`src/conv_pad_pkg.sv`:
```
////////////////////////////////////////////////////////////////////////////
// Shared sizes, user-word bit positions and the sequencer state type for
// the horizontal padding mask subsystem. Imported by every block that
// needs a width or a field position.
////////////////////////////////////////////////////////////////////////////
package conv_pad_pkg;

    localparam int kernel_w_max  = 7;                         // Parallel column datapaths
    localparam int kw2_max       = kernel_w_max / 2;          // Largest half kernel width
    localparam int bits_kernel_w = $clog2(kernel_w_max);      // Holds kernel width minus one
    localparam int bits_cols     = 8;                         // Column counter width
    localparam int bits_chan     = 8;                         // Channel counter width
    localparam int psum_width    = 16;                        // One partial sum

    // User word has one flag per bit and the kernel field on top
    localparam int i_is_1x1       = 0;
    localparam int i_is_cols_1_k2 = 1;                        // Column cols-1-k2 of the image
    localparam int i_is_config    = 2;
    localparam int i_is_acc_last  = 3;                        // Last channel of a column
    localparam int i_kernel_w_1   = 4;                        // Lowest bit of the kernel field
    localparam int tuser_width    = i_kernel_w_1 + bits_kernel_w;

    typedef enum logic {
        s_wait_cfg,                                           // No geometry loaded yet
        s_run                                                 // Counting beats of an image
    } seq_state_e;

endpackage
```
`src/pad_mask_if.sv`:
```
////////////////////////////////////////////////////////////////////////////
// Carries the two padding masks and the column flags from the pad filter
// to the mask stage. Purely combinational, no handshake.
////////////////////////////////////////////////////////////////////////////
`timescale 1ns/1ps

interface pad_mask_if import conv_pad_pkg::*; ();

    logic [kernel_w_max-1:0] mask_full;                       // Pass the full sum
    logic [kernel_w_max-1:1] mask_partial;                    // Pass the partial sum
    logic [kernel_w_max-1:0] is_left_col;
    logic [kernel_w_max-1:0] is_right_col;

    modport src (output mask_full, mask_partial, is_left_col, is_right_col);
    modport dst (input  mask_full, mask_partial, is_left_col, is_right_col);

endinterface

```
`src/conv_pad_top.sv`:
```
////////////////////////////////////////////////////////////////////////////
// Top of the padding mask subsystem. Sequencer, skew line, pad filter and
// mask stage in a row; a strobe reaches out_valid[i] after 3+i cycles.
////////////////////////////////////////////////////////////////////////////
`timescale 1ns/1ps

module conv_pad_top import conv_pad_pkg::*; (
    input  logic                     aclk,
    input  logic                     arst_n,
    input  logic                     cfg_valid,
    input  logic [bits_kernel_w-1:0] cfg_kernel_w_1,
    input  logic [bits_cols-1:0]     cfg_cols,
    input  logic [bits_chan-1:0]     cfg_channels,
    input  logic                     cfg_is_1x1,
    input  logic                     beat_valid,
    input  logic [psum_width-1:0]    psum_in     [kernel_w_max-1:0],
    output logic [psum_width-1:0]    full_out    [kernel_w_max-1:0],
    output logic [psum_width-1:0]    partial_out [kernel_w_max-1:0],
    output logic [kernel_w_max-1:0]  out_valid,
    output logic [kernel_w_max-1:0]  is_left_col,
    output logic [kernel_w_max-1:0]  is_right_col
);

    logic [tuser_width-1:0]  seq_user;
    logic                    seq_valid;
    logic [tuser_width-1:0]  dp_user [kernel_w_max-1:0];     // One word per datapath
    logic [kernel_w_max-1:0] dp_en;

    pad_mask_if masks ();

    col_sequencer i_seq (
        .aclk           (aclk),
        .arst_n         (arst_n),
        .cfg_valid      (cfg_valid),
        .cfg_kernel_w_1 (cfg_kernel_w_1),
        .cfg_cols       (cfg_cols),
        .cfg_channels   (cfg_channels),
        .cfg_is_1x1     (cfg_is_1x1),
        .beat_valid     (beat_valid),
        .user_out       (seq_user),
        .user_valid     (seq_valid)
    );

    user_skew i_skew (
        .aclk      (aclk),
        .arst_n    (arst_n),
        .user_in_0 (seq_user),
        .valid_in  (seq_valid),
        .user_out  (dp_user),
        .aclken    (dp_en)
    );

    pad_filter i_filter (
        .aclk    (aclk),
        .arst_n  (arst_n),
        .aclken  (dp_en),
        .user_in (dp_user),
        .masks   (masks.src)
    );

    mask_apply i_apply (
        .aclk        (aclk),
        .arst_n      (arst_n),
        .aclken      (dp_en),
        .psum_in     (psum_in),
        .masks       (masks.dst),
        .full_out    (full_out),
        .partial_out (partial_out),
        .out_valid   (out_valid)
    );

    // Column flags are valid alongside each datapath's enable
    assign is_left_col  = masks.is_left_col;
    assign is_right_col = masks.is_right_col;

endmodule

```
`src/mask_apply.sv`:
```
////////////////////////////////////////////////////////////////////////////
// Registers the partial sums of every datapath on its own enable and
// forces the entries rejected by the padding masks to zero.
////////////////////////////////////////////////////////////////////////////
`timescale 1ns/1ps

module mask_apply import conv_pad_pkg::*; (
    input  logic                    aclk,
    input  logic                    arst_n,
    input  logic [kernel_w_max-1:0] aclken,
    input  logic [psum_width-1:0]   psum_in     [kernel_w_max-1:0],
    pad_mask_if.dst                 masks,
    output logic [psum_width-1:0]   full_out    [kernel_w_max-1:0],
    output logic [psum_width-1:0]   partial_out [kernel_w_max-1:0],
    output logic [kernel_w_max-1:0] out_valid
);

    always_ff @(posedge aclk or negedge arst_n) begin
        if (!arst_n) begin
            out_valid <= '0;
        end else begin
            out_valid <= aclken;                              // One cycle behind the enable
        end
    end

    for (genvar i = 0; i < kernel_w_max; i++) begin : g_dp
        logic pass_partial;

        if (i == 0) begin : g_first
            assign pass_partial = 1'b1;                       // Datapath 0 has no partial mask
        end else begin : g_rest
            assign pass_partial = masks.mask_partial[i];
        end

        always_ff @(posedge aclk) begin
            if (aclken[i]) begin
                full_out[i]    <= masks.mask_full[i] ? psum_in[i] : '0;
                partial_out[i] <= pass_partial ? psum_in[i] : '0;
            end
        end
    end

endmodule

```
`src/pad_filter.sv`:
```
////////////////////////////////////////////////////////////////////////////
// Tracks the first and last columns of the image per datapath in small
// shift registers and looks up the full and partial masks for "same"
// padding. Lookup terms exist for every odd kernel, so the kernel may
// change from one beat to the next on different datapaths.
////////////////////////////////////////////////////////////////////////////
`timescale 1ns/1ps

module pad_filter import conv_pad_pkg::*; (
    input  logic                    aclk,
    input  logic                    arst_n,
    input  logic [kernel_w_max-1:0] aclken,
    input  logic [tuser_width-1:0]  user_in [kernel_w_max-1:0],
    pad_mask_if.src                 masks
);

    for (genvar i = 0; i < kernel_w_max; i++) begin : g_dp
        logic [bits_kernel_w-2:0] kw2_sel;                    // Kernel width divided by two
        logic                     reg_en;
        logic [kw2_max:1]         col_end;                    // Bit j high in column cols-1-k2+j
        logic [kw2_max:1]         col_start;                  // Bit j high in column j-1
        logic [kw2_max:0]         end_ext;
        logic [kw2_max:0]         lut_full;

        // (kw-1)/2 is just the upper bits of the kernel field
        assign kw2_sel = user_in[i][i_kernel_w_1+bits_kernel_w-1 : i_kernel_w_1+1];
        assign reg_en  = aclken[i] && user_in[i][i_is_acc_last] && !user_in[i][i_is_config];
        assign end_ext = {col_end, user_in[i][i_is_cols_1_k2]}; // Bit 0 serves the 1x1 kernel

        always_ff @(posedge aclk or negedge arst_n) begin
            if (!arst_n) begin
                col_end   <= '0;
                col_start <= kw2_max'(1);                     // First image starts at column 0
            end else if (reg_en) begin
                col_end   <= end_ext[kw2_max-1:0];
                // Last column of this image becomes the first of the next
                col_start <= {col_start[kw2_max-1:1], end_ext[kw2_sel]};
            end
        end

        for (genvar k = 0; k <= kw2_max; k++) begin : g_full
            logic start_cols;
            logic mid_ok;
            logic last_ok;

            if (k == 0) begin : g_k0
                assign start_cols = 1'b0;
            end else begin : g_kn
                assign start_cols = |col_start[k:1];          // First k columns are blocked
            end
            assign mid_ok      = (i == 2*k) && !start_cols;   // Only the centre tap is whole
            assign last_ok     = end_ext[k] && (i >= k) && (i <= 2*k); // Padded last column
            assign lut_full[k] = mid_ok || last_ok || user_in[i][i_is_1x1]
                                 || user_in[i][i_is_config];
        end

        assign masks.mask_full[i]    = lut_full[kw2_sel];
        assign masks.is_left_col[i]  = col_start[1];
        assign masks.is_right_col[i] = end_ext[kw2_sel];

        if (i > 0) begin : g_part
            logic [kw2_max:0] lut_stop;

            for (genvar k = 0; k <= kw2_max; k++) begin : g_k
                if (i <= k) begin : g_tri
                    assign lut_stop[k] = |col_end[k:i];       // Rows of the closing triangle
                end else begin : g_open
                    assign lut_stop[k] = (i > 2*k);           // Datapath beyond the kernel
                end
            end

            assign masks.mask_partial[i] = !lut_stop[kw2_sel];
        end
    end

endmodule

```
`src/user_skew.sv`:
```
////////////////////////////////////////////////////////////////////////////
// Systolic skew line. Datapath i receives the user word and its clock
// enable i cycles after datapath 0, which itself lags the input by one.
////////////////////////////////////////////////////////////////////////////
`timescale 1ns/1ps

module user_skew import conv_pad_pkg::*; (
    input  logic                    aclk,
    input  logic                    arst_n,
    input  logic [tuser_width-1:0]  user_in_0,
    input  logic                    valid_in,
    output logic [tuser_width-1:0]  user_out [kernel_w_max-1:0],
    output logic [kernel_w_max-1:0] aclken
);

    always_ff @(posedge aclk or negedge arst_n) begin
        if (!arst_n) begin
            aclken <= '0;
        end else begin
            aclken <= {aclken[kernel_w_max-2:0], valid_in};   // Strobe walks one datapath per cycle
        end
    end

    // Words shift every cycle so each stays aligned with its strobe
    always_ff @(posedge aclk) begin
        user_out[0] <= user_in_0;
        for (int i = 1; i < kernel_w_max; i++) begin
            user_out[i] <= user_out[i-1];
        end
    end

endmodule

```
`src/col_sequencer.sv`:
```
////////////////////////////////////////////////////////////////////////////
// Counts channels and columns of the incoming image and builds the user
// word for each beat. A config strobe loads the geometry and sends one
// config beat; each later beat strobe sends one data beat, a cycle later.
////////////////////////////////////////////////////////////////////////////
`timescale 1ns/1ps

module col_sequencer import conv_pad_pkg::*; (
    input  logic                     aclk,
    input  logic                     arst_n,
    input  logic                     cfg_valid,
    input  logic [bits_kernel_w-1:0] cfg_kernel_w_1,
    input  logic [bits_cols-1:0]     cfg_cols,
    input  logic [bits_chan-1:0]     cfg_channels,
    input  logic                     cfg_is_1x1,
    input  logic                     beat_valid,
    output logic [tuser_width-1:0]   user_out,
    output logic                     user_valid
);

    seq_state_e               state;
    logic [bits_chan-1:0]     chan;
    logic [bits_cols-1:0]     col;
    logic [bits_kernel_w-1:0] kernel_w_1;                     // Loaded geometry
    logic [bits_cols-1:0]     cols_1;
    logic [bits_chan-1:0]     chan_1;
    logic                     is_1x1;
    logic                     last_chan;
    logic                     last_col;
    logic                     col_k2;
    logic                     beat_run;

    assign beat_run  = (state == s_run) && beat_valid && !cfg_valid; // Config wins a collision
    assign last_chan = (chan == chan_1);
    assign last_col  = (col == cols_1);
    // Column cols-1-k2 with k2 taken from the loaded kernel
    assign col_k2    = (col == cols_1 - bits_cols'(kernel_w_1[bits_kernel_w-1:1]));

    always_ff @(posedge aclk or negedge arst_n) begin
        if (!arst_n) begin
            state      <= s_wait_cfg;
            chan       <= '0;
            col        <= '0;
            user_valid <= 1'b0;
        end else begin
            user_valid <= cfg_valid || beat_run;
            if (cfg_valid) begin
                state <= s_run;
                chan  <= '0;
                col   <= '0;
            end else if (beat_run) begin
                if (last_chan) begin
                    chan <= '0;
                    col  <= last_col ? '0 : col + 1'b1;       // Wrap into the next image
                end else begin
                    chan <= chan + 1'b1;
                end
            end
        end
    end

    always_ff @(posedge aclk) begin
        if (cfg_valid) begin
            kernel_w_1 <= cfg_kernel_w_1;
            cols_1     <= cfg_cols - 1'b1;
            chan_1     <= cfg_channels - 1'b1;
            is_1x1     <= cfg_is_1x1;
            user_out   <= '0;
            user_out[i_kernel_w_1 +: bits_kernel_w] <= cfg_kernel_w_1;
            user_out[i_is_1x1]    <= cfg_is_1x1;
            user_out[i_is_config] <= 1'b1;                    // Config beat carries no data
        end else if (beat_run) begin
            user_out[i_kernel_w_1 +: bits_kernel_w] <= kernel_w_1;
            user_out[i_is_1x1]       <= is_1x1;
            user_out[i_is_config]    <= 1'b0;
            user_out[i_is_acc_last]  <= last_chan;
            user_out[i_is_cols_1_k2] <= col_k2;
        end
    end

endmodule

```
`config.mk`:
```
export PLATFORM = sky130hd
export DESIGN_NAME = conv_pad_top
export DESIGN_NICKNAME = d
export VERILOG_FILES = /design/src/conv_pad_pkg.sv /design/src/pad_mask_if.sv /design/src/conv_pad_top.sv /design/src/mask_apply.sv /design/src/pad_filter.sv /design/src/user_skew.sv /design/src/col_sequencer.sv
export SDC_FILE = /design/constraint.sdc
export NUM_CORES = 1
export LEC_CHECK = 0
export BUFFER_PORTS_ARGS = -buffer_cell sky130_fd_sc_hd__buf_2
export CELL_PAD_IN_SITES_DETAIL_PLACEMENT = 0
export CELL_PAD_IN_SITES_GLOBAL_PLACEMENT = 2
export CORE_MARGIN = 1.5
export CORE_UTILIZATION = 38
export CTS_CLUSTER_DIAMETER = 120
export DETAILED_ROUTE_END_ITERATION = 8
export GPL_TIMING_DRIVEN = 0
export PLACE_DENSITY = 0.95
export SYNTH_ARGS = -nofsm -noshare
export SYNTH_HDL_FRONTEND = slang
export SYNTH_SLANG_ARGS = --single-unit
export TNS_END_PERCENT = 5
```
`constraint.sdc`:
```
create_clock -name aclk -period 2.9 [get_ports aclk]
set_input_delay 0.58 -clock aclk [delete_from_list [all_inputs] [get_ports aclk]]
set_output_delay 0.58 -clock aclk [all_outputs]
set_load 0.01 [all_outputs]
```
==> out/metrics.yaml <==
global_route:
  grt_pass1_wl_mm: 44.3
  grt_pass1_vias: 7802
  grt_max_degree: 58
  grt_util_all_layers_pct: 16.1
  antenna_found_initial: 7
  overflow: 0
clock_network:
  ctsResizeCount: 1
  cts_buffer_depth: 3
  clk_pin_slew_ps: 60
  ctsHoldBuffers: 0
  cts_tree: "built"
  cts_buffers: 37
  post_cts_buffers: 0
  h-tree-depth: 2
  cts-root-buf: "clkbuf_16"
  clkSinkCount: 348
  insertion_delay_ps: 530
drt:
  drcViolationCount: 0
  vias_per_cell: 4.63
  finalWirelength_mm: 29.5
  dr.pass1.iters: 4
  wl_per_cell_um: 17.0
  detail-route-antenna-nets: 0
  vias: 8019
  drt_iter0_drc: 381
placement:
  dp_cells: 1661
  gp_congestion: 0.801
  place.detailed.hpwl_mm: 21.8
  place_ws_ps: 314
  io_buffers: 379
critical_path:
  arrival_ps: 2080
  rr_startpoint: "i_skew.user_out[41]"
  endpoint_kind: "output port"
  startpoint_type: "flip-flop"
  critPathLaunch: "i_apply.out_valid[4]"
  required_ps: 2320
  path_class: "flip-flop to output port"
  worstPathMaxFanout: 35
yosys:
  netlist.area_leader.share_pct: 56.5
  yosysUniqueCellTypes: 57
  async_reset_ff_share_pct: 16.4
  synth_seq_area_share_pct: 74.3
  synth_most_common_cell: "edfxtp_1"
  synth_ff_type: "edfxtp_1"
  syn_avg_cell_area_um2: 15.7
  syn-num-nets: 977
  synth_area_um2: 13100
  synth-edff-count: 246
  synth_area_leader_cell: "edfxtp_1"
  synth_commonest_cells: "246 x edfxtp_1, 128 x and2_1, 52 x nor2b_1, 50 x dfrtp_1, 45 x dfxtp_1"
  synth_seq_cells: 348
  syn_inst: 834
  yosys_warnings: 0
  synth_area_leaders: "edfxtp_1 56%, dfrtp_1 9.6%, dfxtp_1 6.9%, and2_1 6.1%, mux2_2 2.7%"
floorplanning:
  fp.dieH_um: 189
  std_cell_rows: 67
  coreArea_um2: 33700
  dieArea_um2: 35500
  fp.dieW_um: 189
  io_pins: 381
  start_util_pct: 38.8
power:
  ir_worst_vdd_uv: 418
  powerDensity_nw_per_um2: 690
  p_leak_nw: 7.38
final_layout:
  final_core_util_pct: 49.9
  drive_above_1_share_pct: 39.5
  final_nets: 1396
  layout-area-overhead-vs-synth_pct: 28.6
  final_cell_count_no_fill: 1732
timing:
  period_share_pct: 91.8
  tns_ps: 0
  fmax_mhz: 376
  drv_slew: 0
  fin_crit_ps: 2660
  tightest_slew_ps: 1250
  slew_headroom_pct: 16.4
  hold-worst-slack_ps: 119
  setup_viol: 0
  rsz0062_at_grt: "false"
  finalWorstSetupSlack_ps: 239
  hold_viol_final: 0
  fin_skew_ps: 10.9
status:
  outcome: "finished, final reports clean"
hold_path:
  min_path_type: "input pin to asynchronous set/reset pin"
run:
  cap_violations: 0
==> cells by family (layout without fill, tap and decap cells) <==
group,after synthesis,in the layout,share of synthesized area [%]
buffers and inverters,44,492,1.53
other,0,2,0
flip-flops,348,348,74.3
AO/OA/AOI/OAI,46,46,2.48
XOR/XNOR,37,37,2.48
AND/OR/NAND/NOR,312,312,14.5
multiplexers,40,40,3.93
adder cells (fa/ha/maj),7,7,0.727
==> area by class of cell <==
type                       instances  area, um2
multi-input combinational        442       3160
antenna                            2       5.00
inverter                          14       52.6
buffer                            30        148
clock inverter                    16        153
tap                              448        561
sequential                       348       9730
clock buffer                      52       1090
timing repair buffer             380       1930
fill                            2971      16900
==> state kept, by name, indices dropped and copies added, names as in the netlist, 2 cells and up <==
register,cells
i_filter.g_dp.col_end,21
i_apply.out_valid,7
i_seq.kernel_w_1,2
i_seq.user_out,6
i_apply.partial_out,112
i_seq.cols_1,8
i_apply.full_out,112
i_filter.g_dp.col_start,10
i_seq.chan,8
i_seq.chan_1,8
i_skew.user_out,42
i_seq.col,8
==> per-layer routing <==
metal / vias up / part of all wire (%) / global-route usage, %
met5: - / 0.13 / 0
met4: 6 / 3.0 / 5.56
met3: 61 / 7.8 / 4.34
met1: 3796 / 37 / 17.9
met2: 311 / 53 / 29.7
li1: 3845 / - / -
==> final timing paths <==
kind | to | slack (ps) | depth (start not counted)
min in group aclk | i_apply.partial_out[12] | 240 | 1
max in group asynchronous | i_apply.out_valid[5] | 2200 | 1
max | out_valid[4] | 240 | 2
max reg2reg | i_apply.full_out[87] | 710 | 3
min reg2reg | i_skew.user_out[6] | 340 | 0
min | i_seq.col[1] | 120 | 1
==> where the power goes <==
part           internal (W)  total, W  switching [W]
Sequential          0.00575   0.00594       0.000195
Combinational      0.000441  0.000996       0.000555
Clock               0.00275   0.00467        0.00192
==> placed cells by master, fill, tap and decap left out, drive strengths merged, types with 3 or more instances in the layout <==
cell / count
nand2b: 4
mux2i: 3
nand3: 12
nand3b: 7
nor2: 17
o31ai: 3
xor2: 24
xnor2: 13
and4: 3
clkbuf: 69
dfrtp: 50
buf: 393
nand2: 23
edfxtp: 246
mux4: 6
and2: 129
o21ai: 10
and3: 34
dfxtp: 45
nor4: 6
inv: 16
nand4: 4
a21oi: 11
ha: 6
mux2: 31
clkinv: 13
nor3: 12
a22o: 3
dfstp: 7
a211o: 4
nor2b: 52
==> worst max-delay path: stages (launching register included) <==
cell and delay, ps:
dfrtp_1 1180, buf_4 240, buf_2 120
==> per-stage QoR <==
stage / area (um2) / total power (W)
floorplan: 13100 / 0.00649
global placement: 15500 / 0.00704
detailed placement: 15500 / 0.00707
CTS: 16800 / 0.0117
global route: 16800 / 0.0120
finish: 16800 / 0.0116
(Power assumes the default switching activity.)
